[config.mk]
export PLATFORM = sky130hd
export DESIGN_NAME = rsp_router_flat
export DESIGN_NICKNAME = d
export VERILOG_FILES = /design/src/mem_arb_pkg.sv /design/src/mem_if.sv /design/src/rsp_router.sv /design/src/flat_wrapper.sv
export SDC_FILE = /design/constraint.sdc
export NUM_CORES = 1
export LEC_CHECK = 0
export ABC_AREA = 1
export BUFFER_PORTS_ARGS = -buffer_cell sky130_fd_sc_hd__buf_2
export CORE_UTILIZATION = 39
export DETAILED_ROUTE_END_ITERATION = 6
export PLACE_DENSITY = 0.84
export SLEW_MARGIN = 30
export SYNTH_ARGS = -nofsm -noshare
export SYNTH_HDL_FRONTEND = slang
export SYNTH_SLANG_ARGS = --single-unit
[constraint.sdc]
create_clock -name clk -period 1.2 [get_ports clk]
set_input_delay 0.12 -clock clk [delete_from_list [all_inputs] [get_ports clk]]
set_output_delay 0.12 -clock clk [all_outputs]
set_load 0.02 [all_outputs]
[src/mem_arb_pkg.sv]
package mem_arb_pkg;

   // Memory geometry
   parameter int ADDR_W = 10;             // Word address bits
   parameter int DATA_W = 32;             // Data word bits

   // Requesting masters, port 0 is the system and port 1 the tester
   parameter int NUM_PORTS = 2;

   // Internal reset outlasts the board reset by this many cycles
   parameter int RST_STRETCH = 10;

   // Word address into the shared memory
   typedef logic [ADDR_W-1:0] addr_t;

   // One data word
   typedef logic [DATA_W-1:0] data_t;

   // Index of the port a request came from
   typedef logic [$clog2(NUM_PORTS)-1:0] port_t;

   // Reset sequencer states
   typedef enum logic [1:0] {
      HOLD    = 2'd0,                     // Board reset asserted
      STRETCH = 2'd1,                     // Counting out the extra cycles
      RUN     = 2'd2                      // Normal operation
   } rst_state_t;

endpackage

[src/mem_if.sv]


// One response per request, no back-pressure
interface mem_rsp_if import mem_arb_pkg::*; ();

   logic  valid;
   logic  write;                          // Acknowledge of a write
   data_t rdata;                          // Zero for write acknowledgements
   port_t port;

   modport src (output valid, output write, output rdata, output port);
   modport dst (input valid, input write, input rdata, input port);

endinterface

[src/rsp_router.sv]
`timescale 1ns/1ps

module rsp_router import mem_arb_pkg::*; (
   input  logic   clk,
   input  logic   rst_int,
   mem_rsp_if.dst rsp,
   output logic   rsp_valid_0,
   output logic   rsp_valid_1,
   output data_t  rsp_rdata_0,
   output data_t  rsp_rdata_1
);

   // Steer by the port tag
   always_ff @(posedge clk) begin
      if (rst_int) begin
         rsp_valid_0 <= 1'b0;
         rsp_valid_1 <= 1'b0;
      end else begin
         rsp_valid_0 <= rsp.valid && (rsp.port == port_t'(0));
         rsp_valid_1 <= rsp.valid && (rsp.port == port_t'(1));
      end
   end

   // Data register of the addressed port
   always_ff @(posedge clk) begin
      if (rsp.port == port_t'(0)) begin
         rsp_rdata_0 <= rsp.rdata;
      end
      if (rsp.port == port_t'(1)) begin
         rsp_rdata_1 <= rsp.rdata;
      end
   end

   // Write acknowledgements arrive with zero data
   a_ack_zero: assert property (@(posedge clk) disable iff (rst_int)
      rsp.valid && rsp.write |-> rsp.rdata == '0);

endmodule

[src/flat_wrapper.sv]
// flat-port wrapper written by rule: the top's interface ports become plain ports
module rsp_router_flat import mem_arb_pkg::*;
  (clk, rst_int, rsp_valid_0, rsp_valid_1, rsp_rdata_0, rsp_rdata_1, rsp_valid, rsp_write, rsp_rdata, rsp_port);
  mem_rsp_if rsp_i ();
  input  logic clk;
  input  logic rst_int;
  output logic rsp_valid_0;
  output logic rsp_valid_1;
  output data_t rsp_rdata_0;
  output data_t rsp_rdata_1;
  input wire logic [$bits(rsp_i.valid)-1:0] rsp_valid;
  input wire logic [$bits(rsp_i.write)-1:0] rsp_write;
  input wire logic [$bits(rsp_i.rdata)-1:0] rsp_rdata;
  input wire logic [$bits(rsp_i.port)-1:0] rsp_port;
  assign rsp_i.valid = rsp_valid;
  assign rsp_i.write = rsp_write;
  assign rsp_i.rdata = rsp_rdata;
  assign rsp_i.port = rsp_port;
  rsp_router u_core (.clk(clk), .rst_int(rst_int), .rsp(rsp_i), .rsp_valid_0(rsp_valid_0), .rsp_valid_1(rsp_valid_1), .rsp_rdata_0(rsp_rdata_0), .rsp_rdata_1(rsp_rdata_1));
endmodule
==> metrics.txt <==
VDD IR-drop max between 1 and 1.5 mV; synthesized area 0.001986 sq mm; register area share after synthesis 0.9880; routed wire length per instance 16.15 um; vias in the first global route 1360; final setup fails 0; # nets final 255; pwr/cell area 1759 mW/mm^2; # diodes 0; Distinct cells, synth 6; Slowest-stage cell, CP edfxtp_1; clk slew on worst S/H paths ~0.070 ns; CP max FO 1; pre-CTS setup slack approximately 0.24 ns; clock tree buffer depth 2; Seq cells post-synth 66; critical path class reg2out; CP top delay family flip-flops; core footprint roughly 0.0048 sq mm; unrepaired setup endpoints after global routing false; CTS tree yes; critical path capture point type output pin; die outline height approximately 73 um; Critical Path Max Stage Delay 0.41 ns; total grt overflow 0; Num Clock Sinks 66; Post-Route WL 4.684 mm; Die Wd 73.36 um; most common cell in the netlist edfxtp_1; ranking of synthesized cells by area edfxtp_1, dfxtp_1, inv_1; critical path arrival 0.92 ns; cell taking the most area after synthesis edfxtp_1; hpwl dp 2.619 mm; syn avg cell area 27.97 sq um; Power, Total around 5600 uW; area share of the largest cell type after synthesis 0.9679; DRC Markers 0; worst-margin pin slew roughly 0.29 ns; cell row count 25; via/cell ratio 4.248; Required @ worst endpoint 1.08 ns; final core utilization 0.6566; postcts setup bufs 0; status completed; Slew Limit Fails 0; post-layout min period 1.045 ns; Buf+Inv Stages, Crit Path 1; pin count of the biggest net entering global routing 31; Post-DP Area 0.002610 sq mm; syn nets roughly 110; ratio of cells with drive above 1 in the final layout 0.5336; Initial Util 0.4122; global-route usage over all layers 0.1835; die area 0.005381 sq mm; main flop type after synthesis edfxtp_1; number of synthesis warnings 0; I/O pin total 103; static leakage 0.001324 uW; CP Launch Type flop; Max Freq around 960 MHz; 1st-iter DRT viols 34; Post-synth EDFFs 64; synth-to-layout area growth 59.29%; port bufs 101; Via Count approximately 1.2k; initial antenna violation count 0; TritonCTS Buffers 9; CTS H-tree depth 3; Max-slew headroom 0.8086; Initial DRT Pass Iterations 4; first-pass GRT wire length 6.727 mm; total negative setup slack 0 ns; Final Hold Vio Count 0; Hold WC Path Type in2reg; Max-cap violations 0; Synth top cells by count edfxtp_1, dfxtp_1, inv_1; gpl congestion 0.6709; fin worst setup slack about 0.16 ns; fin crit share 0.8708; worst path cell trace buf_2; ys async rst share 0; ANT nets after route 0; fin area ~0.0032 sq mm; Syn Inst Count 71; CTS root buf clkbuf_8
==> layout by cell type (no fill, tap or decap) <==
cell type	n
buf_2	101
edfxtp_1	64
dlygate4sd3_1	32
clkbuf_8	9
bufinv_16	3
inv_1	2
clkinv_1	2
buf_4	2
dfxtp_1	2
nand2_2	1
nor2_2	1
nor2_1	1
clkbuf_1	1
clkinvlp_4	1
buf_12	1
==> metal layers <==
metal,vias to the layer above,part of all wire,global-route usage
met3,8,0.11,0.1043
li1,575,-,-
met2,74,0.52,0.3138
met1,575,0.35,0.1734
met5,-,0,0
met4,0,0.015,0.09829
==> power by group <==
part / switching [uW] / internal (uW) / total (uW) / leakage [uW]
clock network: 804 / 1370 / 2170 / 0.000112
logic: 389 / 234 / 624 / 0.000570
registers: 44.8 / 2720 / 2770 / 0.000643
total: 1240 / 4330 / 5560 / 0.00132
==> final timing paths <==
kind | endpoint | from | cells past startpoint | slack, ns
setup / recovery | rsp_rdata_0[21] | u_core.rsp_rdata_0[21]$_DFFE_PN_ | 1 | 0.16
hold / removal | u_core.rsp_valid_1$_SDFF_PP0_ | rsp_valid | 3 | 0.05
==> sequential cells by signal, indices dropped and copies added, names as in the netlist <==
name	count
u_core.rsp_valid_0	1
u_core.rsp_valid_1	1
u_core.rsp_rdata_0	32
u_core.rsp_rdata_1	32
==> logic make-up (layout without fill, tap and decap cells) <==
group	after synthesis	in the layout	share of synthesized area
flip-flops	66	66	0.9880
AND/OR/NAND/NOR	3	3	0.008194
buffers and inverters	2	154	0.003782
==> final cells by class <==
class / instances / area [sq um]
sequential: 66 / 1962
clock buffer: 10 / 127.6
clock inverter: 6 / 105.1
inverter: 2 / 7.507
fill: 343 / 1654
timing repair buffer: 136 / 860.8
multi-input combinational: 3 / 16.27
tap: 67 / 83.83
==> metrics by stage <==
| step | hold WS [ns] | std cells |
|---|---|---|
| 2_1_floorplan | 0.1924 | 71 |
| 3_3_place_gp | 0.3078 | 242 |
| 3_5_place_dp | 0.3116 | 242 |
| 4_1_cts | 0.01324 | 290 |
| 5_1_grt | 0.05955 | 290 |
| 6_report | 0.05212 | 290 |
==> what timing repair did <==
item | CTS | global route
hold endpoints to repair | 64 | 0
gates resized for setup | 0 | 0
hold buffers | 32 | 0
(Power assumes the default switching activity.)
