`src/mem_arb_pkg.sv`:
```
package mem_arb_pkg;

   // Memory geometry
   parameter int ADDR_W = 10;             // Word address bits
   parameter int DATA_W = 32;             // Data word bits

   // Requesting masters, port 0 is the system and port 1 the tester
   parameter int NUM_PORTS = 2;

   // Internal reset outlasts the board reset by this many cycles
   parameter int RST_STRETCH = 10;

   // Word address into the shared memory
   typedef logic [ADDR_W-1:0] addr_t;

   // One data word
   typedef logic [DATA_W-1:0] data_t;

   // Index of the port a request came from
   typedef logic [$clog2(NUM_PORTS)-1:0] port_t;

   // Reset sequencer states
   typedef enum logic [1:0] {
      HOLD    = 2'd0,                     // Board reset asserted
      STRETCH = 2'd1,                     // Counting out the extra cycles
      RUN     = 2'd2                      // Normal operation
   } rst_state_t;

endpackage

```
`src/reset_seq.sv`:
```
`timescale 1ns/1ps

module reset_seq import mem_arb_pkg::*; (
   input  logic clk,
   input  logic reset,
   output logic rst_int,
   output logic ready
);

   localparam int CNT_W = $clog2(RST_STRETCH + 1);

   rst_state_t       state;
   rst_state_t       state_nxt;
   logic [CNT_W-1:0] cnt;                 // Cycles spent in STRETCH

   always_comb begin
      case (state)
         HOLD:    state_nxt = STRETCH;    // Board reset has just dropped
         STRETCH: state_nxt = (cnt == CNT_W'(RST_STRETCH - 1)) ? RUN : STRETCH;
         RUN:     state_nxt = RUN;
         default: state_nxt = HOLD;
      endcase
   end

   always_ff @(posedge clk) begin
      if (reset) begin
         state   <= HOLD;
         cnt     <= '0;
         rst_int <= 1'b1;
         ready   <= 1'b0;
      end else begin
         state   <= state_nxt;
         rst_int <= (state_nxt != RUN);
         ready   <= (state_nxt == RUN);
         if (state == STRETCH) begin
            cnt <= cnt + 1'b1;
         end else begin
            cnt <= '0;
         end
      end
   end

endmodule

```
`config.mk`:
```
export PLATFORM = sky130hd
export DESIGN_NAME = reset_seq
export DESIGN_NICKNAME = d
export VERILOG_FILES = /design/src/mem_arb_pkg.sv /design/src/reset_seq.sv
export SDC_FILE = /design/constraint.sdc
export NUM_CORES = 1
export LEC_CHECK = 0
export BUFFER_PORTS_ARGS = -buffer_cell sky130_fd_sc_hd__buf_2
export CAP_MARGIN = 0
export CORE_AREA = 2 2 39 41
export DETAILED_ROUTE_END_ITERATION = 16
export DIE_AREA = 0 0 41 43
export PLACE_DENSITY = 0.39
export SYNTH_ARGS = -nofsm -noshare
export SYNTH_HDL_FRONTEND = slang
export SYNTH_SLANG_ARGS = --single-unit
```
`constraint.sdc`:
```
create_clock -name clk -period 1 [get_ports clk]
set_input_delay 0.15 -clock clk [delete_from_list [all_inputs] [get_ports clk]]
set_output_delay 0.15 -clock clk [all_outputs]
set_load 0.005 [all_outputs]
```
==> impl_metrics.json, run 1 <==
{
  "insertedDiodeCount": 0,
  "clock_path_buffers": 2,
  "synthToLayoutAreaGrowth_pct": 24.5,
  "slew_violations": 0,
  "tritoncts.num_buffers": 3,
  "netlist.top_cell.by_area": "sky130_fd_sc_hd__dfxtp_1",
  "drt-wirelength-per-cell_microns": 9.35,
  "tightest_slew_margin_relative_to_the_limit_pct": 84.3,
  "synth_edf_count": 0,
  "vias_per_cell": 4.39,
  "synth-adder-area-share_pct": 8.16,
  "grt_start_max_net_pins": 8,
  "worst_setup_path_end_kind": "register",
  "achievable-frequency_mhz": 1030,
  "drc": 0,
  "firstDrtPassIters": 1,
  "finalSetupViolations": 0,
  "synth_nets": 31,
  "yosysMostFrequentCell": "sky130_fd_sc_hd__dfxtp_1",
  "chipWidth_microns": 41,
  "nets": 39,
  "rsz0062_at_grt": "true",
  "report.power.total_w": 0.000597,
  "total_via_count_after_detailed_routing": 215,
  "cts_hold_buffers": 0,
  "synth_cells": 27,
  "yosys.area.top_type_share_pct": 52.2,
  "grt_antenna_before_repair": 0,
  "asyncSetResetFlopFracSynth_pct": 0,
  "netlist_top_cells_area": "sky130_fd_sc_hd__dfxtp_1 52%, sky130_fd_sc_hd__ha_1 8.2%, sky130_fd_sc_hd__o22ai_1 4.1%, sky130_fd_sc_hd__mux2_2 3.7%, sky130_fd_sc_hd__or3b_4 3.7%",
  "clock_insertion_delay_worst_skew_ps": 240,
  "worst-endpoint-required_ps": 1130,
  "layout_min_cycle_time_ps": 973,
  "tritoncts_clock_tree": "done",
  "timing.final.hold_violations": 0,
  "initial_utilization_pct": 22.2,
  "post_synth_xor_area_fraction_pct": 2.86,
  "grt_pass1_vias": 239,
  "worstSetupStartpointType": "register",
  "cts.root.buffer_cell": "sky130_fd_sc_hd__clkbuf_4",
  "detailedRoute.firstIterationViolations": 0,
  "fin_setup_tns_ps": 0,
  "grt_util_all_layers_pct": 6.63,
  "worstSetupPathType": "reg2reg",
  "crit_path_max_fanout": 4,
  "gp_congestion": 0.599,
  "io_pins": 4,
  "io_buffer_count": 3,
  "detailedPlacementHpwl_microns": 372,
  "max_cap_viol_count": 0,
  "worst-slew-pin-transition_ps": 232,
  "final_min_period_over_clock_period_pct": 97.3,
  "placeableCoreArea_sq_mm": 0.00138,
  "fp-row-count": 14,
  "netlist_top_cells_count": "8 x sky130_fd_sc_hd__dfxtp_1, 2 x sky130_fd_sc_hd__ha_1, 2 x sky130_fd_sc_hd__nor2_1, 2 x sky130_fd_sc_hd__o22ai_1",
  "synth_simple_gate_area_share_pct": 24.9,
  "final.setup_skew_ps": 1.79,
  "clock-sinks": 8,
  "ys_seq_elements": 8,
  "htreeDepth": 1,
  "synth_flop_type": "sky130_fd_sc_hd__dfxtp_1",
  "synth-compound-area-share_pct": 6.94,
  "dominant_combinational_cell_family_by_area_after_synthesis": "simple AND/OR/NAND/NOR gates",
  "worst_ep_arrival_time_ps": 1110,
  "mux_contribution_to_synthesized_area_pct": 3.67,
  "post_synth_num_cell_types": 17,
  "status": "complete, no violations",
  "drtAntennaViolNets": 0,
  "die_h_microns": 43,
  "worst_ir_drop_vdd_v": 0.000430,
  "seq_area_frac_synth_pct": 52.2,
  "power_density_mw_per_mm2": 1560,
  "grt_pass1_wl_microns": 759,
  "layout-drive-gt1-share_pct": 39.4,
  "hold_class": "in2reg",
  "ys.warnings.count": 0,
  "netlist_area_before_placement_sq_um": 307,
  "synthesis.area_per_instance_sq_um": 11.4,
  "power.static_leakage_nw": 0.141,
  "die-area_sq_mm": 0.00176,
  "final_wirelength_microns": 458,
  "clkSlewWorstSetupHoldPaths_ps": 50,
  "grt_ovf": 0
}
worst paths after layout:
check,depth (start not counted),startpoint,slack [ps],to
hold reg to reg,1,cnt[0],450,cnt[0]
setup reg to reg,4,cnt[1],30,rst_int
setup / recovery,4,cnt[1],30,rst_int
hold / removal,2,reset,190,state[1]
power by group:
part	internal (W)	switching [W]	leakage, nW
combinational	0.0000144	0.0000121	0.0605
clock	0.000137	0.000102	0.0138
sequential	0.000325	0.00000691	0.0662
what timing repair did:
item / 4_1_cts / 5_1_grt
pin swaps: 1 / 1
resized for setup: 1 / 5
setup endpoints to repair: 1 / 4
buffers inserted: 0 / 0
state kept, by name, summed over array words and instances (netlist names):
signal and flops:
cnt 4, state 2, ready 1, rst_int 1
per-layer routing:
| layer | vias to the layer above | part of all wire, % | global-route usage [%] |
|---|---|---|---|
| met2 | 4 | 53 | 12.5 |
| met4 | 0 | 0 | 4.00 |
| li1 | 110 | - | - |
| met1 | 101 | 39 | 4.52 |
| met5 | - | 0 | 0 |
| met3 | 0 | 7.6 | 3.14 |
critical path, stage by stage (launching register included):
cell and delay, ps:
sky130_fd_sc_hd__dfxtp_2 330, sky130_fd_sc_hd__inv_2 60, sky130_fd_sc_hd__ha_4 110, sky130_fd_sc_hd__nand4b_1 150, sky130_fd_sc_hd__o22a_1 210
final cells by class:
cell class                 instances  area (sq um)
clock buffer                       3          22.5
fill                             147          1000
tap                               16          20.0
inverter                           1          3.75
sequential                         8           165
timing repair buffer               3          15.0
multi-input combinational         18           155
placed cells by master, fill, tap and decap left out, types with 2 or more instances in the layout:
cell / n
sky130_fd_sc_hd__dfxtp_1: 6
sky130_fd_sc_hd__nor2_1: 2
sky130_fd_sc_hd__buf_2: 3
sky130_fd_sc_hd__clkbuf_4: 3
sky130_fd_sc_hd__o22ai_1: 2
logic make-up after synthesis:
group | count (synthesis)
AO/OA/AOI/OAI | 3
XOR/XNOR | 1
adder cells (fa/ha/maj) | 2
buffers and inverters | 1
flip-flops | 8
multiplexers | 1
AND/OR/NAND/NOR | 11
per-stage QoR:
step	std cells	util (%)	area (sq um)	hold slack, ps	worst slack [ps]
global route	49	27.6	382	209	-32.1
global placement	46	24.7	342	441	-6.31
finish	49	27.6	382	189	27.0
detailed placement	46	24.7	342	444	-30.9
CTS	49	26.4	365	178	0.955
floorplan	27	-	307	265	58.2
Note: power is estimated with default switching activity, not from simulation.
==> inputs of run 2 (changes only) <==
--- a/config.mk
+++ b/config.mk
@@ -8,9 +8,11 @@
 export BUFFER_PORTS_ARGS = -buffer_cell sky130_fd_sc_hd__buf_2
 export CAP_MARGIN = 0
 export CORE_AREA = 2 2 39 41
+export CTS_BUF_LIST = sky130_fd_sc_hd__clkbuf_4
 export DETAILED_ROUTE_END_ITERATION = 16
 export DIE_AREA = 0 0 41 43
 export PLACE_DENSITY = 0.39
+export REMOVE_ABC_BUFFERS = 1
 export SYNTH_ARGS = -nofsm -noshare
 export SYNTH_HDL_FRONTEND = slang
 export SYNTH_SLANG_ARGS = --single-unit
==> constraint.sdc (replaced) <==
create_clock -name clk -period 0.8 [get_ports clk]
set_input_delay 0.12 -clock clk [delete_from_list [all_inputs] [get_ports clk]]
set_output_delay 0.12 -clock clk [all_outputs]
set_load 0.005 [all_outputs]
==> impl_metrics.json, run 2 (synthesis results as in run 1) <==
{
  "status": "finished with violations",
  "violations_in_the_final_reports": "setup timing",
  "worstSetupStartpointType": "register",
  "die_h_microns": 43,
  "critPathMaxStageDelay_ps": 370,
  "critPathSlowestCell": "sky130_fd_sc_hd__dfxtp_4",
  "cpLargestDelayFamily": "flip-flops",
  "fp-row-count": 14,
  "clock-sinks": 8,
  "clkSlewWorstSetupHoldPaths_ps": 50,
  "placeableCoreArea_sq_mm": 0.00138,
  "tightest_slew_margin_relative_to_the_limit_pct": 85.1,
  "achievable-frequency_mhz": 1050,
  "setup_slack_ps": -149,
  "worst-endpoint-required_ps": 950,
  "synthToLayoutAreaGrowth_pct": 35.9,
  "vias_per_cell": 4.31,
  "drtAntennaViolNets": 0,
  "crit_path_max_fanout": 4,
  "largest_registers": "cnt: 4 flops, state: 2 flops",
  "switching_power_share_of_the_total_pct": 21.6,
  "final_wirelength_microns": 550,
  "drc": 0,
  "slew_violations": 0,
  "net-switching-power_w": 0.000165,
  "seq_power_share_pct": 54.2,
  "dp.cells": 48,
  "io_buffer_count": 3,
  "critPathBufInv": 0,
  "final_min_period_over_clock_period_pct": 119,
  "grt_start_max_net_pins": 6,
  "htreeDepth": 1,
  "finalSetupViolations": 8,
  "worst_setup_path_end_kind": "register",
  "hold_class": "in2reg",
  "power_density_mw_per_mm2": 1840,
  "clk_network_pwr_share_pct": 40.5,
  "clock_insertion_delay_worst_skew_ps": 260,
  "place_area_sq_um": 357,
  "tritoncts_clock_tree": "done",
  "fin_setup_tns_ps": -930,
  "register_bank_with_the_most_flops": "cnt",
  "drt-wirelength-per-cell_microns": 10.6,
  "initial_utilization_pct": 22.2,
  "grt_antenna_before_repair": 0,
  "timing.final.hold_violations": 0,
  "grt_pass1_wl_microns": 862,
  "pint_w": 0.000601,
  "die-area_sq_mm": 0.00176,
  "power_frac_comb_pct": 5.3,
  "post-route-util_pct": 30.1,
  "gp_congestion": 0.588,
  "rsz0062_at_grt": "true",
  "max_cap_viol_count": 0,
  "layout_commonest_cell": "sky130_fd_sc_hd__dfxtp_1",
  "grt_pass1_vias": 207,
  "cts.root.buffer_cell": "sky130_fd_sc_hd__clkbuf_4",
  "crit_path_cell_trace": "ha_4, nand4b_1, o22a_1",
  "tritoncts.num_buffers": 3,
  "insertedDiodeCount": 0,
  "io_pins": 4,
  "layout_common_cells": "4 x sky130_fd_sc_hd__dfxtp_1, 3 x sky130_fd_sc_hd__clkbuf_4, 3 x sky130_fd_sc_hd__dfxtp_2, 3 x sky130_fd_sc_hd__buf_2, 3 x sky130_fd_sc_hd__buf_4",
  "detailedPlacementHpwl_microns": 406,
  "worst-slew-pin-transition_ps": 221,
  "final.setup_skew_ps": 5.51,
  "power.static_leakage_nw": 0.154,
  "stdcell_area_sq_um": 417,
  "nets": 42,
  "layout_min_cycle_time_ps": 949,
  "worstSetupPathType": "reg2reg",
  "total_via_count_after_detailed_routing": 224,
  "layout-drive-gt1-share_pct": 55.6,
  "grt_ovf": 0,
  "chipWidth_microns": 41,
  "largest_register_ffs": 4,
  "worst_ep_arrival_time_ps": 1100,
  "grt_util_all_layers_pct": 8.34,
  "final-instance-count-excl-fill": 52,
  "worst_ir_drop_vdd_v": 0.000452,
  "firstDrtPassIters": 4,
  "detailedRoute.firstIterationViolations": 3,
  "clock_path_buffers": 2
}
-- run 2: cell count changes in the layout (fill, tap and decap cells not counted) --
cell,change
sky130_fd_sc_hd__xnor2_1,-1
sky130_fd_sc_hd__ha_2,+1
sky130_fd_sc_hd__buf_4,+3
sky130_fd_sc_hd__ha_1,-1
sky130_fd_sc_hd__xnor2_2,+1
sky130_fd_sc_hd__dfxtp_2,+2
sky130_fd_sc_hd__dfxtp_1,-2
-- run 2: cell type report --
cell class / instances / area, sq um
clock buffers: 3 / 22.5
fillers: 146 / 967
inverters: 1 / 3.75
multi-input cells: 18 / 165
flip-flops and latches: 8 / 168
well taps: 16 / 20.0
repair buffers: 6 / 37.5
-- run 2: routing by layer --
layer  vias to the layer above  GRT usage (%)  wire length, microns
met1                        99           7.74                   220
li1                        115              -                     -
met3                         2           4.71                    41
met4                         0           10.0                    23
met5                         -              0                     0
met2                         8           10.9                   265
-- run 2: what timing repair did --
action | in CTS | in global routing
resized for setup | 9 | 1
buffers inserted | 0 | 1
cloned | 0 | 0
pin swaps | 6 | 0
hold buffers | 0 | 0
endpoints found under the setup margin | 8 | 10
-- run 2: through the flow --
step	setup slack, ps	hold slack (ps)	power [W]
after detailed placement	-214	458	0.000456
after CTS	-158	201	0.000773
after global placement	-198	446	0.000455
after global routing	-215	207	0.000808
final	-149	211	0.000767
after floorplan	-142	235	0.000441
-- run 2: worst paths after layout --
kind                             start      end  slack [ps]  cells after the start
worst max-delay path            cnt[0]  rst_int        -150                      3
worst max register to register  cnt[0]  rst_int        -150                      3
worst min-delay path             reset   cnt[2]         210                      3
worst min register to register  cnt[0]   cnt[0]         460                      1
-- run 2: worst register-to-register path: stages, from the launching register on --
cell,delay [ps]
sky130_fd_sc_hd__dfxtp_4,370
sky130_fd_sc_hd__ha_4,120
sky130_fd_sc_hd__nand4b_1,160
sky130_fd_sc_hd__o22a_1,190
-- run 2: power groups by stage --
stage,Combinational (W),Sequential [W],Clock [W]
detailed placement,0.0000345,0.000422,0
global route,0.0000454,0.000417,0.000346
global placement,0.0000335,0.000422,0
CTS,0.0000371,0.000415,0.000321
floorplan,0.0000209,0.000420,0
finish,0.0000408,0.000416,0.000310
