### config.mk
export PLATFORM = sky130hd
export DESIGN_NAME = port_queue
export DESIGN_NICKNAME = d
export VERILOG_FILES = /design/src/mem_arb_pkg.sv /design/src/port_queue.sv
export SDC_FILE = /design/constraint.sdc
export NUM_CORES = 1
export LEC_CHECK = 0
export BUFFER_PORTS_ARGS = -buffer_cell sky130_fd_sc_hd__buf_2
export CORE_ASPECT_RATIO = 1.1
export CORE_MARGIN = 10
export CORE_UTILIZATION = 30
export CTS_BUF_LIST = sky130_fd_sc_hd__clkbuf_16
export CTS_CLUSTER_DIAMETER = 150
export CTS_CLUSTER_SIZE = 28
export DETAILED_ROUTE_END_ITERATION = 16
export PLACE_DENSITY = 0.55
export SLEW_MARGIN = 10
export SYNTH_ARGS = -nofsm -noshare
export SYNTH_HDL_FRONTEND = slang
export SYNTH_SLANG_ARGS = --single-unit
### constraint.sdc
create_clock -name clk -period 2.19 [get_ports clk]
set_input_delay 0.3285 -clock clk [delete_from_list [all_inputs] [get_ports clk]]
set_output_delay 0.3285 -clock clk [all_outputs]
set_load 0.05 [all_outputs]
### src/mem_arb_pkg.sv
package mem_arb_pkg;

   // Memory geometry
   parameter int ADDR_W = 10;             // Word address bits
   parameter int DATA_W = 32;             // Data word bits

   // Requesting masters, port 0 is the system and port 1 the tester
   parameter int NUM_PORTS = 2;

   // Internal reset outlasts the board reset by this many cycles
   parameter int RST_STRETCH = 10;

   // Word address into the shared memory
   typedef logic [ADDR_W-1:0] addr_t;

   // One data word
   typedef logic [DATA_W-1:0] data_t;

   // Index of the port a request came from
   typedef logic [$clog2(NUM_PORTS)-1:0] port_t;

   // Reset sequencer states
   typedef enum logic [1:0] {
      HOLD    = 2'd0,                     // Board reset asserted
      STRETCH = 2'd1,                     // Counting out the extra cycles
      RUN     = 2'd2                      // Normal operation
   } rst_state_t;

endpackage

### src/port_queue.sv
`timescale 1ns/1ps

module port_queue import mem_arb_pkg::*; #(
   parameter int QUEUE_DEPTH = 4
) (
   input  logic  clk,
   input  logic  rst_int,
   input  logic  push,
   input  logic  push_write,
   input  addr_t push_addr,
   input  data_t push_wdata,
   input  logic  pop,
   output logic  not_empty,
   output logic  head_write,
   output addr_t head_addr,
   output data_t head_wdata,
   output logic  credit_return
);

   localparam int PTR_W = $clog2(QUEUE_DEPTH);

   logic             write_q [QUEUE_DEPTH];
   addr_t            addr_q  [QUEUE_DEPTH];
   data_t            wdata_q [QUEUE_DEPTH];
   logic [PTR_W-1:0] wr_ptr;
   logic [PTR_W-1:0] rd_ptr;
   logic [PTR_W:0]   count;               // One extra bit to hold a full count

   // Entry storage
   always_ff @(posedge clk) begin
      if (push) begin
         write_q[wr_ptr] <= push_write;
         addr_q[wr_ptr]  <= push_addr;
         wdata_q[wr_ptr] <= push_wdata;
      end
   end

   // Pointers wrap on their own since the depth is a power of two
   always_ff @(posedge clk) begin
      if (rst_int) begin
         wr_ptr <= '0;
         rd_ptr <= '0;
         count  <= '0;
      end else begin
         if (push) begin
            wr_ptr <= wr_ptr + 1'b1;
         end
         if (pop) begin
            rd_ptr <= rd_ptr + 1'b1;
         end
         case ({push, pop})
            2'b10:   count <= count + 1'b1;
            2'b01:   count <= count - 1'b1;
            default: count <= count;      // Idle, or push and pop together
         endcase
      end
   end

   assign not_empty  = (count != '0);
   assign head_write = write_q[rd_ptr];
   assign head_addr  = addr_q[rd_ptr];
   assign head_wdata = wdata_q[rd_ptr];

   // Freed slot goes back to the master as a credit
   assign credit_return = pop;

   // A master that respects its credits never overfills the queue
   a_no_overflow: assert property (@(posedge clk) disable iff (rst_int)
      push |-> (count < (PTR_W + 1)'(QUEUE_DEPTH)) || pop);

   // Arbiter only pops a queue it saw holding an entry
   a_no_underflow: assert property (@(posedge clk) disable iff (rst_int)
      pop |-> not_empty);

endmodule

==> results of run 1 <==
## per-layer routing
layer,share of wire (%),vias to the layer above,track usage [%]
li1,-,1341,-
met1,42,1556,11.5
met2,51,76,15.8
met3,5.1,17,3.49
met4,1.3,2,3.64
met5,0.098,-,0
## cell type report
type	instances	area, µm²
Inverter	3	11.3
Clock buffer	17	425
Multi-Input combinational cell	72	1210
Tap cell	295	369
Clock inverter	15	211
Sequential cell	181	5350
Fill cell	2017	13800
Timing Repair Buffer	103	682
## how the worst max path moves through the flow
stage	slack, ns	from	endpoint	cells after the start
finish	0.06	flop	head_wdata[5]	3
global route	-0.03	flop	head_wdata[30]	3
CTS	0.005	flop	head_wdata[25]	3
detailed placement	0.31	push	count[2]$_SDFFE_PP0P_	7
global placement	0.34	flop	head_wdata[4]	3
floorplan	0.21	wr_ptr[0]$_SDFFE_PP0P_	addr_q[2][0]$_DFFE_PP_	3
## cells in the final DEF, fill, tap and decap left out, types with 2 or more instances in the layout
master / instances
clkbuf_16: 17
buf_4: 11
and2_2: 4
dfxtp_1: 7
mux2i_1: 2
clkinvlp_4: 2
edfxtp_1: 172
ha_1: 5
or3_1: 2
nor2_1: 7
buf_12: 8
buf_2: 81
xor2_1: 2
inv_1: 4
xnor2_1: 3
mux4_1: 3
clkinv_4: 2
bufinv_16: 5
buf_6: 3
clkinv_1: 3
mux4_2: 40
## report_power, final
part           internal (W)  leakage, nW  switching [W]
clock network       0.00201        0.307        0.00124
logic              0.000393        0.825       0.000798
registers           0.00397         1.66      0.0000522
total               0.00637         2.79        0.00209
## synthesized netlist by cell type (2+ instances only)
master    count  area (µm²)
inv_1         3        11.3
clkbuf_1      2        7.51
xnor2_1       3        26.3
buf_2         4        20.0
mux4_2       40         901
xor2_1        2        17.5
mux2i_1       2        20.0
buf_12        4        80.1
or3_1         2        12.5
and2_1        4        25.0
ha_1          5        62.6
edfxtp_1    172        5160
nor2_1        7        26.3
dfxtp_1       9         180
mux4_1        3        78.8
## cells by family after synthesis
kind of cell    share of synthesized area, %
fa+ha+maj                               1.24
xor+xnor                               0.655
mux                                     15.0
compound gates                         0.150
flops                                   79.9
simple gates                            1.01
buf+inv                                 2.06
## sequential cells by signal (all words and copies together) (netlist names), named ones only
| signal | count |
|---|---|
| addr_q | 40 |
| count | 3 |
| rd_ptr | 2 |
| wdata_q | 128 |
| wr_ptr | 2 |
| write_q | 4 |
## per-stage QoR
step,setup TNS (ns),cell area (µm²)
6_report,0,8260
3_3_place_gp,0,7560
5_1_grt,-0.226,8260
2_1_floorplan,0,6690
4_1_cts,0,8220
3_5_place_dp,0,7560
## repair_timing
action / in CTS / in global routing
setup endpoints to repair: 34 / 29
cloned: 0 / 0
resized for setup: 1 / 21
setup buffers: 3 / 0
==> impl_metrics.env, run 1 <==
export IMPL_worst_slack_ns=0.0649
export IMPL_period_share_pct=97.0
export IMPL_synth_area_mm2=0.00669
export IMPL_holdPathEnd="addr_q[2][8]$_DFFE_PP_"
export IMPL_nets=431
export IMPL_grt_overflow_total=0
export IMPL_power_density_mw_per_mm2=1020
export IMPL_cts_sinks=181
export IMPL_initial_antenna_violation_count=1
export IMPL_synth_flop_cell="edfxtp_1"
export IMPL_vdd_drop_max_mv=0.518
export IMPL_start_point_of_the_worst_hold_path="push_addr[8]"
export IMPL_final_hold_violation_count=0
export IMPL_io_pins=92
export IMPL_timing_critical_path_slowest_cell_delay_ns=0.53
export IMPL_crit_family="multiplexers"
export IMPL_numPlacedInstances=651
export IMPL_detail_route_iter0_violations=137
export IMPL_setup_violations_final=0
export IMPL_vias_per_cell=4.36
export IMPL_fin_hold_ws_ns=0.123
export IMPL_cp_end_kind="output port"
export IMPL_cts_made_buffers=17
export IMPL_die_w_um=162
export IMPL_timing_critical_path_from_type="flop"
export IMPL_floorplan_die_height_um=177
export IMPL_run_status="completed"
export IMPL_yosys_cell_types_count=21
export IMPL_synth_fp_nets=321
export IMPL_setup_worst_path_class="reg -> out"
export IMPL_clk_pin_slew_ns=0.06
export IMPL_drcViolationCount=0
export IMPL_via_count_of_the_first_global_routing_pass=3497
export IMPL_worst_r2r_path_depth=4
export IMPL_synth_seq_cells=181
export IMPL_synth_yosys_seq_area_share_pct=79.9
export IMPL_power_static_leakage_nw=2.79
export IMPL_timing_hold_worst_class="in -> reg"
export IMPL_synthToLayoutAreaGrowth_pct=23.5
export IMPL_wire_length_of_the_first_global_routing_pass_um=20700
export IMPL_grt_setup_unrepaired="yes"
export IMPL_htree_levels=4
export IMPL_slew_headroom_pct=73.9
export IMPL_reg2reg_from="wr_ptr[0]$_SDFFE_PP0P_"
export IMPL_final_layout_size_suffix_gt1_share_pct=45.3
export IMPL_final_period_minus_worst_setup_slack_ns=2.13
export IMPL_route_vias_total=2992
export IMPL_cp_buffers_inverters=2
export IMPL_fin_util_pct=37.5
export IMPL_crit_path_max_fanout=13
export IMPL_power_w=0.00846
export IMPL_port_buffers=91
export IMPL_worst_endpoint_required_ns=1.86
export IMPL_reg2reg_to="wdata_q[2][15]$_DFFE_PP_"
export IMPL_max_freq_ghz=0.471
export IMPL_dr_pass1_iters=4
export IMPL_drt_wl_total_um=13200
export IMPL_post_cts_hold_buffer_count=0
export IMPL_synth_edf_count=172
export IMPL_critical_path_slowest_cell="mux4_2"
export IMPL_fraction_of_synthesis_flops_using_an_asynchronous_set_or_reset_pin_pct=0
export IMPL_grt_max_degree=44
export IMPL_worstMarginPinSlew_ns=0.391
export IMPL_dpl_hpwl_um=8140
export IMPL_maxCapViolations=0
export IMPL_drv_slew=0
export IMPL_antennaDiodeCount=0
export IMPL_finalNonFillerCells=686
export IMPL_place_worst_setup_slack_ns=0.307
export IMPL_grt_usage_pct=9.68
export IMPL_cts_tree="done"
export IMPL_initial_utilization_pct=30.3
export IMPL_worst_hold_path_num_cells=1
export IMPL_critical_path_cell_chain="buf_12 -> mux4_2 -> buf_2"
export IMPL_clock_latency_ns=0.42
export IMPL_yosysWarningCount=0
export IMPL_detail_route_antenna_nets=0
export IMPL_std_cell_rows=57
export IMPL_routabilityCongestion=0.669
export IMPL_synthCells=268
export IMPL_core_area_mm2=0.0220
export IMPL_worst_r2r_setup_slack_ns=0.66
export IMPL_synthesis_area_per_instance_um2=24.9
export IMPL_route_detailed_wl_per_inst_um=19.3
export IMPL_fin_skew_ns=0.00489
export IMPL_die_area_mm2=0.0287
export IMPL_cts_path_max_buffers=2
export IMPL_cp_arrival_ns=1.80
export IMPL_ctsRootBufferMaster="clkbuf_16"
Note: power is estimated with default switching activity, not from simulation.
==> inputs of run 2 (changes only) <==
--- a/config.mk
+++ b/config.mk
@@ -6,13 +6,13 @@
 export NUM_CORES = 1
 export LEC_CHECK = 0
 export BUFFER_PORTS_ARGS = -buffer_cell sky130_fd_sc_hd__buf_2
-export CORE_ASPECT_RATIO = 1.1
 export CORE_MARGIN = 10
 export CORE_UTILIZATION = 30
 export CTS_BUF_LIST = sky130_fd_sc_hd__clkbuf_16
 export CTS_CLUSTER_DIAMETER = 150
 export CTS_CLUSTER_SIZE = 28
 export DETAILED_ROUTE_END_ITERATION = 16
+export MAX_ROUTING_LAYER = met4
 export PLACE_DENSITY = 0.55
 export SLEW_MARGIN = 10
 export SYNTH_ARGS = -nofsm -noshare
==> run 2 against run 1 <==
Total power down 0.63%. Clock skew up 0.0030 ns. Sequential share of layout area up 0.89 points. Non-clock buffer count down 1. Die area about the same. Clock power about the same.
==> impl_metrics.env, run 2 (same netlist as run 1, synthesis figures left out) <==
export IMPL_grt_setup_unrepaired="yes"
export IMPL_port_buffers=91
export IMPL_final_layout_size_suffix_gt1_share_pct=46.2
export IMPL_detail_route_antenna_nets=0
export IMPL_initial_utilization_pct=30.5
export IMPL_globalRoute_busiestLayer="met2"
export IMPL_clock_latency_ns=0.42
export IMPL_detail_route_iter0_violations=210
export IMPL_floorplan_die_height_um=169
export IMPL_grt_usage_pct=9.72
export IMPL_timing_hold_worst_class="in -> reg"
export IMPL_cp_arrival_ns=1.81
export IMPL_layout_top_registers="wdata_q x128, addr_q x40, write_q x4"
export IMPL_cts_tree="done"
export IMPL_setup_violations_final=0
export IMPL_vdd_drop_max_mv=0.454
export IMPL_via_count_of_the_first_global_routing_pass=3405
export IMPL_final_period_minus_worst_setup_slack_ns=2.13
export IMPL_worst_r2r_path_depth=4
export IMPL_timing_critical_path_from_type="flop"
export IMPL_cts_post_setup_buffers_inserted=0
export IMPL_layout_cells_most_common="edfxtp_1"
export IMPL_worst_slack_ns=0.0558
export IMPL_routabilityCongestion=0.649
export IMPL_route_detailed_wl_per_inst_um=19.5
export IMPL_holdPathEnd="addr_q[2][8]$_DFFE_PP_"
export IMPL_antennaDiodeCount=0
export IMPL_dr_pass1_iters=4
export IMPL_dpl_hpwl_um=8150
export IMPL_place_worst_setup_slack_ns=0.306
export IMPL_start_point_of_the_worst_hold_path="push_addr[8]"
export IMPL_cts_made_buffers=17
export IMPL_worst_endpoint_required_ns=1.86
export IMPL_reg2reg_from="wr_ptr[0]$_SDFFE_PP0P_"
export IMPL_run_status="completed"
export IMPL_grt_util_met3_pct=3.82
export IMPL_numPlacedInstances=638
export IMPL_route_vias_total=2990
export IMPL_fin_skew_ns=0.00790
export IMPL_io_pins=92
export IMPL_drv_slew=0
export IMPL_initial_antenna_violation_count=0
export IMPL_final_hold_violation_count=0
export IMPL_vias_per_cell=4.46
export IMPL_gr_usage_met2_pct=15.3
export IMPL_use_met1_pct=11.2
export IMPL_max_freq_ghz=0.469
export IMPL_core_area_mm2=0.0219
export IMPL_setup_worst_path_class="reg -> out"
export IMPL_maxCapViolations=0
export IMPL_htree_levels=4
export IMPL_worst_hold_path_num_cells=1
export IMPL_most_common_layout_cells="172 x edfxtp_1, 86 x buf_2, 42 x mux4_2"
export IMPL_synthToLayoutAreaGrowth_pct=21.8
export IMPL_fin_util_pct=37.2
export IMPL_nets=430
export IMPL_die_area_mm2=0.0287
export IMPL_grt_max_degree=44
export IMPL_crit_path_max_fanout=23
export IMPL_cp_end_kind="output port"
export IMPL_period_share_pct=97.5
export IMPL_power_density_mw_per_mm2=1030
export IMPL_fin_hold_ws_ns=0.121
export IMPL_drcViolationCount=0
export IMPL_wire_length_of_the_first_global_routing_pass_um=20300
export IMPL_largest_register_ffs=128
export IMPL_reg_with_most_ffs="wdata_q"
export IMPL_finalNonFillerCells=670
export IMPL_ctsRootBufferMaster="clkbuf_16"
export IMPL_cts_sinks=181
export IMPL_grt_overflow_total=0
export IMPL_worst_r2r_setup_slack_ns=0.68
export IMPL_power_static_leakage_nw=2.76
export IMPL_reg2reg_to="addr_q[0][9]$_DFFE_PP_"
export IMPL_clk_pin_slew_ns=0.07
export IMPL_std_cell_rows=54
export IMPL_drt_wl_total_um=13100
export IMPL_fin_setup_tns_ns=0
export IMPL_die_w_um=169
export IMPL_slew_headroom_pct=69.2
export IMPL_worstMarginPinSlew_ns=0.462
export IMPL_cts_path_max_buffers=2
-- run 2: cell count changes in the layout (fill, tap and decap cells not counted), sizes merged --
| cell | change |
|---|---|
| inv | +3 |
| clkinvlp | -2 |
| buf | -1 |
| bufinv | -1 |
-- run 2: final cells by class --
cell class / instances / area (µm²)
Clock buffer: 17 / 425
Tap cell: 280 / 350
Inverter: 3 / 11.3
Fill cell: 2031 / 13700
Clock inverter: 15 / 201
Timing Repair Buffer: 102 / 607
Multi-Input combinational cell: 72 / 1200
Sequential cell: 181 / 5350
-- run 2: worst max path at each step --
| stage | start | end | slack [ns] |
|---|---|---|---|
| 3_5_place_dp | push | count[2]$_SDFFE_PP0P_ | 0.31 |
| 3_3_place_gp | push | count[2]$_SDFFE_PP0P_ | 0.37 |
| 2_1_floorplan | wr_ptr[0]$_SDFFE_PP0P_ | addr_q[2][0]$_DFFE_PP_ | 0.21 |
| 5_1_grt | flop | head_addr[5] | -0.03 |
| 4_1_cts | flop | head_wdata[31] | -0.01 |
| 6_report | flop | head_wdata[18] | 0.06 |
-- run 2: power by group --
group	switching, W	leakage, nW	total [W]	internal (W)
clock	0.00130	0.313	0.00323	0.00192
combinational	0.000797	0.796	0.00117	0.000369
sequential	0.0000460	1.66	0.00401	0.00397
-- run 2: timing repair --
| action | 4_1_cts | 5_1_grt |
|---|---|---|
| hold endpoints to repair | 0 | 0 |
| endpoints found under the setup margin | 6 | 23 |
| hold buffers | 0 | 0 |
| resized for setup | 8 | 3 |
-- run 2: per-layer routing --
| metal | up-vias | wire, µm | share of wire [%] |
|---|---|---|---|
| li1 | 1337 | - | - |
| met1 | 1578 | 5630 | 43 |
| met2 | 65 | 6520 | 50 |
| met3 | 10 | 808 | 6.2 |
| met4 | 0 | 126 | 0.96 |
| met5 | - | 0 | 0 |
-- run 2: per-stage QoR --
step,total power [W],area [µm²]
floorplan,0.00496,6690
global placement,0.00524,7500
detailed placement,0.00527,7500
CTS,0.00853,8140
global route,0.00874,8150
finish,0.00841,8150
-- run 2: worst max-delay path, cell delays in order, from the launching register on --
cell     delay, ns
dfxtp_4       0.38
buf_16        0.22
mux4_2        0.54
buf_2         0.23
