### src/mem_arb_pkg.sv
package mem_arb_pkg;

   // Memory geometry
   parameter int ADDR_W = 10;             // Word address bits
   parameter int DATA_W = 32;             // Data word bits

   // Requesting masters, port 0 is the system and port 1 the tester
   parameter int NUM_PORTS = 2;

   // Internal reset outlasts the board reset by this many cycles
   parameter int RST_STRETCH = 10;

   // Word address into the shared memory
   typedef logic [ADDR_W-1:0] addr_t;

   // One data word
   typedef logic [DATA_W-1:0] data_t;

   // Index of the port a request came from
   typedef logic [$clog2(NUM_PORTS)-1:0] port_t;

   // Reset sequencer states
   typedef enum logic [1:0] {
      HOLD    = 2'd0,                     // Board reset asserted
      STRETCH = 2'd1,                     // Counting out the extra cycles
      RUN     = 2'd2                      // Normal operation
   } rst_state_t;

endpackage

### src/mem_if.sv
`timescale 1ns/1ps

// Single word request headed for the memory, tagged with its port
interface mem_req_if import mem_arb_pkg::*; ();

   logic  valid;
   logic  write;                          // 1 for write, 0 for read
   addr_t addr;
   data_t wdata;
   port_t port;                           // Port that issued the request

   modport src (output valid, output write, output addr, output wdata, output port);
   modport dst (input valid, input write, input addr, input wdata, input port);

endinterface


### src/req_arbiter.sv
`timescale 1ns/1ps

module req_arbiter import mem_arb_pkg::*; (
   input  logic  clk,
   input  logic  rst_int,
   input  logic  not_empty_0,
   input  logic  not_empty_1,
   input  logic  head_write_0,
   input  addr_t head_addr_0,
   input  data_t head_wdata_0,
   input  logic  head_write_1,
   input  addr_t head_addr_1,
   input  data_t head_wdata_1,
   output logic  pop_0,
   output logic  pop_1,
   mem_req_if.src req
);

   port_t last_grant;                     // Winner of the previous grant
   port_t grant;
   logic  grant_valid;

   // Round robin between the two queues
   always_comb begin
      grant_valid = not_empty_0 | not_empty_1;
      if (not_empty_0 && not_empty_1) begin
         grant = ~last_grant;             // Take turns while both wait
      end else if (not_empty_1) begin
         grant = port_t'(1);
      end else begin
         grant = port_t'(0);
      end
   end

   assign pop_0 = grant_valid && (grant == port_t'(0));
   assign pop_1 = grant_valid && (grant == port_t'(1));

   always_ff @(posedge clk) begin
      if (rst_int) begin
         req.valid  <= 1'b0;
         last_grant <= port_t'(1);        // So port 0 wins the first tie
      end else begin
         req.valid <= grant_valid;
         if (grant_valid) begin
            last_grant <= grant;
         end
      end
   end

   // Chosen head tagged with its port
   always_ff @(posedge clk) begin
      req.port <= grant;
      if (grant == port_t'(1)) begin
         req.write <= head_write_1;
         req.addr  <= head_addr_1;
         req.wdata <= head_wdata_1;
      end else begin
         req.write <= head_write_0;
         req.addr  <= head_addr_0;
         req.wdata <= head_wdata_0;
      end
   end

   // A waiting queue that loses one grant wins the next
   a_no_starve_0: assert property (@(posedge clk) disable iff (rst_int)
      not_empty_0 && !pop_0 |=> pop_0);

   a_no_starve_1: assert property (@(posedge clk) disable iff (rst_int)
      not_empty_1 && !pop_1 |=> pop_1);

endmodule

### src/flat_wrapper.sv
// flat-port wrapper written by rule: the top's interface ports become plain ports
module req_arbiter_flat import mem_arb_pkg::*;
  (clk, rst_int, not_empty_0, not_empty_1, head_write_0, head_addr_0, head_wdata_0, head_write_1, head_addr_1, head_wdata_1, pop_0, pop_1, req_valid, req_write, req_addr, req_wdata, req_port);
  mem_req_if req_i ();
  input  logic clk;
  input  logic rst_int;
  input  logic not_empty_0;
  input  logic not_empty_1;
  input  logic head_write_0;
  input  addr_t head_addr_0;
  input  data_t head_wdata_0;
  input  logic head_write_1;
  input  addr_t head_addr_1;
  input  data_t head_wdata_1;
  output logic pop_0;
  output logic pop_1;
  output wire logic [$bits(req_i.valid)-1:0] req_valid;
  output wire logic [$bits(req_i.write)-1:0] req_write;
  output wire logic [$bits(req_i.addr)-1:0] req_addr;
  output wire logic [$bits(req_i.wdata)-1:0] req_wdata;
  output wire logic [$bits(req_i.port)-1:0] req_port;
  assign req_valid = req_i.valid;
  assign req_write = req_i.write;
  assign req_addr = req_i.addr;
  assign req_wdata = req_i.wdata;
  assign req_port = req_i.port;
  req_arbiter u_core (.clk(clk), .rst_int(rst_int), .not_empty_0(not_empty_0), .not_empty_1(not_empty_1), .head_write_0(head_write_0), .head_addr_0(head_addr_0), .head_wdata_0(head_wdata_0), .head_write_1(head_write_1), .head_addr_1(head_addr_1), .head_wdata_1(head_wdata_1), .pop_0(pop_0), .pop_1(pop_1), .req(req_i));
endmodule
### config.mk
export PLATFORM = sky130hd
export DESIGN_NAME = req_arbiter_flat
export DESIGN_NICKNAME = d
export VERILOG_FILES = /design/src/mem_arb_pkg.sv /design/src/mem_if.sv /design/src/req_arbiter.sv /design/src/flat_wrapper.sv
export SDC_FILE = /design/constraint.sdc
export NUM_CORES = 1
export LEC_CHECK = 0
export BUFFER_PORTS_ARGS = -buffer_cell sky130_fd_sc_hd__buf_2
export CORE_MARGIN = 2
export CORE_UTILIZATION = 36
export DETAILED_ROUTE_END_ITERATION = 8
export GPL_TIMING_DRIVEN = 0
export PLACE_DENSITY = 0.78
export SYNTH_ARGS = -nofsm -noshare
export SYNTH_HDL_FRONTEND = slang
export SYNTH_SLANG_ARGS = --single-unit
### constraint.sdc
create_clock -name clk -period 1.5 [get_ports clk]
set_input_delay 0.075 -clock clk [delete_from_list [all_inputs] [get_ports clk]]
set_output_delay 0.075 -clock clk [all_outputs]
set_load 0.02 [all_outputs]
==> impl_results.md, run 1 <==
- Status: finished clean
- 1st-pass router iterations: 2
- Most common cell after layout, fill and taps aside: buf_2
- Starting Density: 37.63%
- DRC: 0
- Largest stage delay on the critical path: 0.37 ns
- CP delay by family, top: flip-flops
- Final ANT Viol Nets: 0
- Pins Over Slew Limit: 0
- Startpoint types: register
- CP Class: reg -> reg
- Fin crit period: 1.400 ns
- Hold Slack: 0.01120 ns
- Post-CTS setup buffer count: 0
- Crit path capture type: register
- Design Area, Final: 2595 sq um
- TritonCTS clock tree: done
- Switching power: 0.6717 mW
- FF/Latch Area: 920.9 sq um
- Cells after Synth: 102
- Number of fillers in the final layout: 316
- Net Sw Frac: 25.55%
- Tot GR Track Use: 14.99%
- Pleak: 1.295 nW
- DIE HEIGHT: 68.66 um
- DR iter-0 viols: 22
- Hold Crit Class: in -> reg
- Clk pin slew, worst setup/hold paths: 0.08 ns
- Worst path bufs/invs: 1
- Clock skew: 0.003066 ns
- Nets: 362
- F_max: 714.3 MHz
- Average wire per standard cell: 12.58 um
- Final setup viols: 0
- Max-cap violations: 0
- Bufs on Longest Clock Path: 2
- #FFs+latches synth: 46
- Placed Area: 2248 sq um
- Slowest-stage cell, CP: dfxtp_1
- Vias in the first global route: 1212
- Period utilization: 93.34%
- Top-Level Pins: 137
- CP required: 1.67 ns
- Synth Cell Area: 1505 sq um
- PortBufs: 136
- Clock power share: 26.2%
- Number of cell rows: 23
- Comb power frac: 22.4%
- Core Region: 4000 sq um
- Pwr Density: 1013 nW/um^2
- Post-Layout Cell Count: 322
- Final-report hold violation count: 0
- Count of different cell masters after synthesis: 12
- Crit Path Max Fanout: 10
- Ys Warns: 0
- VDD IR max: 0.5666 mV
- Multi-input logic area: 543.0 sq um
- TritonCTS buffer count: 5
- HPWL Detailed: 2805 um
- Synthesized net count: 192
- DR vias/cell: 4.311
- Routed WL: 4052 um
- Placed insts: 288
- Internal: 1.957 mW
- First-pass GRT wire length: 5016 um
- # H-tree levels: 2
- Share of layout cells above drive strength 1: 69.12%
- Grt ovf: 0
- Sequential Power Share: 51.4%
- Setup tns final: 0 ns
- Via count: 1388
- Most frequent cells in the layout: buf_2, dfxtp_1, mux2_2
- Largest net degree at the start of global routing: 13
- Clk_lat worst skew: 0.28 ns
- CTS root buf: clkbuf_8
- Die area: 4714 sq um
- Sequential share of the synthesized area: 61.18%
- Max_slew headroom: 79.22%
- Antenna cells: 0
- Critical path, cell by cell: a21boi_4 > buf_4 > mux2_2
- Crit path arrival time: 1.57 ns
- Initial antenna violation count: 0
- Mean Syn Cell Area: 14.76 sq um
- RePlAce Congestion: 0.7435
- Worst Tran Pin Value: 0.3109 ns
- Power after layout: 2.629 mW
- Die X: 68.66 um
- Area Overhead vs Synth: 72.40%
- CTS Sinks: 46
- RSZ-0062 raised after global routing: no
layer usage:
metal  track usage, %  vias to the layer above  part of all wire [%]
li1                 -                      689                     -
met1            14.10                      588                    36
met2            26.20                      104                    47
met3            8.117                        7                    15
met4            7.500                        0                   1.6
met5                0                        -                     0
stage by stage:
step / setup WS [ns] / util [%]
detailed placement: 0.09530 / 56.21
CTS: 0.07439 / 60.12
finish: 0.09997 / 64.87
global placement: 0.1026 / 56.21
global route: 0.02748 / 64.87
floorplan: 0.2606 / -
cell families after synthesis:
kind of cell / synth area share [%]
flip-flops: 61.18
AND/OR/NAND/NOR: 1.164
buffers and inverters: 2.743
multiplexers: 32.17
AO/OA/AOI/OAI: 2.743
worst register-to-register path, stage by stage (launching register included):
cell and delay [ns]:
dfxtp_1 0.37, a21boi_4 0.31, buf_4 0.25, mux2_2 0.36
synthesized netlist by cell type, drive strengths merged:
library cell | n | area share, %
dfxtp | 46 | 61
a21o | 1 | 0.50
nor2 | 2 | 0.50
buf | 4 | 2.5
nand2 | 1 | 0.25
mux2 | 43 | 32
a21boi | 3 | 2.2
or2 | 1 | 0.42
inv | 1 | 0.25
registers in the layout, indices dropped and copies added (netlist names):
register / count
u_core.last_grant: 1
u_core.req.addr: 10
u_core.req.wdata: 32
u_core.req.valid: 1
u_core.req.port: 1
u_core.req.write: 1
power by group through the flow:
| stage | registers [mW] | clock network, mW | logic [mW] |
|---|---|---|---|
| 4_1_cts | 1.35 | 0.715 | 0.553 |
| 2_1_floorplan | 1.52 | 0 | 0.156 |
| 6_report | 1.35 | 0.688 | 0.590 |
| 3_3_place_gp | 1.38 | 0 | 0.526 |
| 3_5_place_dp | 1.38 | 0 | 0.535 |
| 5_1_grt | 1.36 | 0.763 | 0.636 |
final timing paths:
| kind | start | end | slack [ns] | cells past startpoint |
|---|---|---|---|---|
| min | head_wdata_0[16] | u_core.req.wdata[16] | 0.01 | 2 |
| max reg2reg | u_core.last_grant | u_core.req.wdata[5] | 0.1 | 3 |
| min reg2reg | u_core.last_grant | u_core.last_grant | 0.56 | 2 |
| max | u_core.last_grant | u_core.req.wdata[5] | 0.1 | 3 |
layout make-up:
type / count / area share (%)
plain buffers: 4 / 1.446
clock buffers: 7 / 2.941
flip-flops and latches: 46 / 35.49
well taps: 50 / 2.411
repair buffers: 163 / 36.64
inverters: 1 / 0.1446
multi-input cells: 51 / 20.93
repair_timing:
item | in CTS | in global routing
hold buffers | 8 | 19
gates resized for setup | 0 | 0
endpoints found under the hold margin | 7 | 14
(Power assumes the default switching activity.)
==> run 2, diff against run 1 <==
--- a/config.mk
+++ b/config.mk
@@ -10,7 +10,7 @@
 export CORE_UTILIZATION = 36
 export DETAILED_ROUTE_END_ITERATION = 8
 export GPL_TIMING_DRIVEN = 0
-export PLACE_DENSITY = 0.78
+export PLACE_DENSITY = 0.79
 export SYNTH_ARGS = -nofsm -noshare
 export SYNTH_HDL_FRONTEND = slang
 export SYNTH_SLANG_ARGS = --single-unit
==> impl_results.md, run 2 (synthesis gave the netlist of run 1 again) <==
- Clk_lat worst skew: 0.29 ns
- Placed Area: 2248 sq um
- Worst Tran Pin Value: 0.3075 ns
- Crit path arrival time: 1.59 ns
- 1st-pass router iterations: 2
- Nets: 362
- DR vias/cell: 4.373
- Final ANT Viol Nets: 0
- Most common cell after layout, fill and taps aside: buf_2
- Die area: 4714 sq um
- Max FFs per register: 32
- Internal: 2.170 mW
- Top-Level Pins: 137
- CP Class: reg -> reg
- Clock power share: 32.2%
- HPWL Detailed: 2972 um
- Grt ovf: 0
- Routed WL: 4360 um
- CTS Sinks: 46
- Die X: 68.66 um
- Via count: 1408
- Power after layout: 2.872 mW
- Post-CTS setup buffer count: 0
- Largest net degree at the start of global routing: 14
- Vias in the first global route: 1351
- First-pass GRT wire length: 5927 um
- Antenna cells: 0
- Startpoint types: register
- Hold Slack: 0.006803 ns
- Fin crit period: 1.407 ns
- VDD IR max: 0.6431 mV
- Number of fillers in the final layout: 330
- Max-cap violations: 0
- Area Overhead vs Synth: 74.81%
- Design Area, Final: 2631 sq um
- Top reg by flops: u_core.req.wdata
- Crit path capture type: register
- Share of layout cells above drive strength 1: 69.85%
- Pleak: 1.314 nW
- Dpl ws: 0.09633 ns
- # H-tree levels: 2
- CP required: 1.68 ns
- TritonCTS clock tree: done
- Clk pin slew, worst setup/hold paths: 0.08 ns
- F_max: 710.6 MHz
- Status: finished clean
- Pins Over Slew Limit: 0
- RSZ-0062 raised after global routing: no
- Setup ws final: 0.09276 ns
- Largest stage delay on the critical path: 0.36 ns
- Switching power: 0.7024 mW
- Largest registers: u_core.req.wdata: 32 flops, u_core.req.addr: 10 flops
- Core Region: 4000 sq um
- Final-report hold violation count: 0
- Hold Crit Class: in -> reg
- Net Sw Frac: 24.46%
- DR iter-0 viols: 28
- Sequential Power Share: 47.1%
- Clock skew: 0.006725 ns
- Tot GR Track Use: 17.45%
- Critical path, cell by cell: a21boi_4 > buf_4 > mux2_2
- DRC: 0
- PortBufs: 136
- CTS root buf: clkbuf_8
- Max_slew headroom: 79.45%
- Gates resized, CTS repair: 0
- Hold_buf cts: 17
- Initial antenna violation count: 0
- Setup tns final: 0 ns
- Worst path bufs/invs: 1
- Crit Path Max Fanout: 10
- CP delay by family, top: flip-flops
- DIE HEIGHT: 68.66 um
- Number of cell rows: 23
- Pwr Density: 1091 nW/um^2
- RePlAce Congestion: 0.7153
- Final setup viols: 0
- Slowest-stage cell, CP: dfxtp_1
- TritonCTS buffer count: 5
- Period utilization: 93.82%
- Most frequent cells in the layout: buf_2, dfxtp_1, mux2_2
- Starting Density: 37.63%
- Bufs on Longest Clock Path: 2
- Comb power frac: 20.6%
- Average wire per standard cell: 13.54 um
run 2: cell type report:
class	count	area [sq um]	area share, %
timing repair buffer	163	950.9	36.14
sequential	46	920.9	35.00
multi-input combinational	51	543.0	20.64
clock buffer	6	82.58	3.138
tap	50	62.56	2.378
buffer	4	37.54	1.427
clock inverter	1	30.03	1.141
inverter	1	3.754	0.1427
run 2: metal layers:
metal	GRT usage (%)	part of all wire, %	routed length [um]	vias to the layer above
li1	-	-	-	689
met1	16.50	30	1321	635
met2	32.57	58	2528	78
met3	7.630	10	444	6
met4	7.000	1.5	64	0
met5	0	0	0	-
run 2: worst paths after layout:
path                startpoint                   end  slack [ns]  cells after the start
min reg2reg  u_core.last_grant     u_core.last_grant        0.56                      2
max          u_core.last_grant   u_core.req.wdata[4]        0.09                      3
max reg2reg  u_core.last_grant   u_core.req.wdata[4]        0.09                      3
min           head_wdata_1[19]  u_core.req.wdata[19]       0.007                      2
run 2: power groups by stage:
stage | combinational (mW) | clock, mW | sequential [mW]
floorplan | 0.156 | 0 | 1.52
global placement | 0.527 | 0 | 1.38
detailed placement | 0.537 | 0 | 1.38
CTS | 0.573 | 0.943 | 1.35
global route | 0.636 | 0.997 | 1.36
finish | 0.593 | 0.926 | 1.35
run 2: per-stage QoR:
stage | utilization [%] | std cells
finish | 65.78 | 322
global route | 65.78 | 322
CTS | 63.28 | 312
detailed placement | 56.21 | 288
global placement | 56.21 | 288
floorplan | - | 102
==> run 3, diff against run 2 <==
--- a/config.mk
+++ b/config.mk
@@ -7,10 +7,11 @@
 export LEC_CHECK = 0
 export BUFFER_PORTS_ARGS = -buffer_cell sky130_fd_sc_hd__buf_2
 export CORE_MARGIN = 2
-export CORE_UTILIZATION = 36
+export CORE_UTILIZATION = 38
+export CTS_BUF_LIST = sky130_fd_sc_hd__clkbuf_4
 export DETAILED_ROUTE_END_ITERATION = 8
 export GPL_TIMING_DRIVEN = 0
-export PLACE_DENSITY = 0.79
+export PLACE_DENSITY = 0.83
 export SYNTH_ARGS = -nofsm -noshare
 export SYNTH_HDL_FRONTEND = slang
 export SYNTH_SLANG_ARGS = --single-unit
==> impl_results.md, run 3 (synthesis gave the netlist of run 1 again) <==
- Average wire per standard cell: 16.97 um
- Dpl ws: 0.06525 ns
- Nets: 423
- Grt ovf: 0
- Clk pin slew, worst setup/hold paths: 0.13 ns
- Initial antenna violation count: 0
- Crit path capture type: register
- Core Region: 3744 sq um
- Largest net degree at the start of global routing: 14
- Area Overhead vs Synth: 113.2%
- Max_slew headroom: 78.76%
- Clock power share: 26.7%
- Top-Level Pins: 137
- Final setup viols: 0
- Hold_buf cts: 88
- Gates resized, CTS repair: 0
- Clock skew: 0.01216 ns
- DR vias/cell: 4.568
- Placed insts: 286
- Hold Crit Class: in -> reg
- Post-Layout Cell Count: 382
- Starting Density: 40.21%
- Power after layout: 2.880 mW
- DRC: 0
- VDD IR max: 0.6402 mV
- Switching power: 0.7463 mW
- Fin crit period: 1.430 ns
- Pins Over Slew Limit: 0
- CP Class: reg -> reg
- Die X: 66.94 um
- Status: finished clean
- Internal: 2.133 mW
- RSZ-0062 raised after global routing: no
- Bufs on Longest Clock Path: 2
- Via count: 1745
- # H-tree levels: 2
- Clk_lat worst skew: 0.36 ns
- TritonCTS buffer count: 5
- Top reg by flops: u_core.req.wdata
- Launching point of the worst reg2reg path: u_core.last_grant
- Comb power frac: 25.9%
- Max FFs per register: 32
- Final-report hold violation count: 0
- HPWL Detailed: 2969 um
- Pwr Density: 897.3 nW/um^2
- Min-Delay Startpoint: not_empty_0
- Crit path arrival time: 1.69 ns
- Worst Reg-to-Reg Cells: 3
- F_max: 699.4 MHz
- Routed WL: 6482 um
- RePlAce Congestion: 0.7554
- Antenna cells: 0
- Pleak: 1.559 nW
- 1st-pass router iterations: 4
- CTS root buf: clkbuf_4
- Post-CTS setup buffer count: 0
- DR iter-0 viols: 64
- TritonCTS clock tree: done
- Period utilization: 95.32%
- Share of layout cells above drive strength 1: 57.19%
- PortBufs: 136
- FF-to-FF End: u_core.req.wdata[4]
- Max-cap violations: 0
- Hold endpoint: u_core.last_grant
- Most common cell after layout, fill and taps aside: buf_2
- Largest registers: u_core.req.wdata: 32 flops, u_core.req.addr: 10 flops
- Placed Area: 2246 sq um
- CP required: 1.76 ns
- Crit Path Max Fanout: 10
- Setup tns final: 0 ns
- Sequential Power Share: 47.4%
- Startpoint types: register
- Setup ws final: 0.07016 ns
- CTS Sinks: 46
- Die area: 4480 sq um
- First-pass GRT wire length: 9390 um
- Reg2reg setup slack: 0.07 ns
- Design Area, Final: 3209 sq um
- Final ANT Viol Nets: 0
- Number of cell rows: 22
- Most frequent cells in the layout: buf_2, dlygate4sd3_1, dfxtp_1
- Net Sw Frac: 25.92%
- WHS Path Cells: 3
- Worst Tran Pin Value: 0.3178 ns
- Tot GR Track Use: 29.98%
- Vias in the first global route: 1960
- DIE HEIGHT: 66.94 um
==> run 3: worst max path at each step <==
stage,start,end,slack [ns]
floorplan,u_core.last_grant,u_core.req.wdata[10],0.26
global placement,u_core.last_grant,u_core.req.wdata[4],0.09
detailed placement,u_core.last_grant,u_core.req.wdata[3],0.07
CTS,u_core.last_grant,u_core.req.wdata[3],0.05
global route,u_core.last_grant,u_core.req.wdata[4],0.01
finish,u_core.last_grant,u_core.req.wdata[4],0.07
==> run 3: critical path: stages (launching register included) <==
cell and delay (ns):
dfxtp_1 0.39, a21boi_4 0.32, buf_4 0.26, mux2_2 0.37
==> run 3: stage by stage <==
step                      utilization [%]  hold WS [ns]
after CTS                           85.73       0.04315
final                               85.73       0.04809
after floorplan                         -        0.1474
after detailed placement            59.99        0.2611
after global routing                85.73       0.04641
after global placement              59.99        0.2523
==> run 3: power groups by stage <==
stage          clock network (mW)  logic [mW]  registers, mW
2_1_floorplan                   0       0.156           1.52
3_3_place_gp                    0       0.526           1.38
3_5_place_dp                    0       0.535           1.38
4_1_cts                     0.778       0.711           1.36
5_1_grt                     0.821       0.785           1.37
6_report                    0.768       0.747           1.37
==> run 3: area by class of cell <==
class,instances,area [sq um]
Tap cell,48,60.06
Clock buffer,7,52.55
Timing Repair Buffer,224,1562
Buffer,4,37.54
Inverter,1,3.754
Multi-Input combinational cell,51,543.0
Fill cell,198,534.3
Clock inverter,1,30.03
Sequential cell,46,920.9
==> run 3: per-layer routing <==
layer	GRT usage, %	up-vias	share of wire [%]
met1	28.03	806	34
met2	58.00	108	55
met3	9.459	19	7.8
li1	-	812	-
met5	0	-	0
met4	14.03	0	3.0
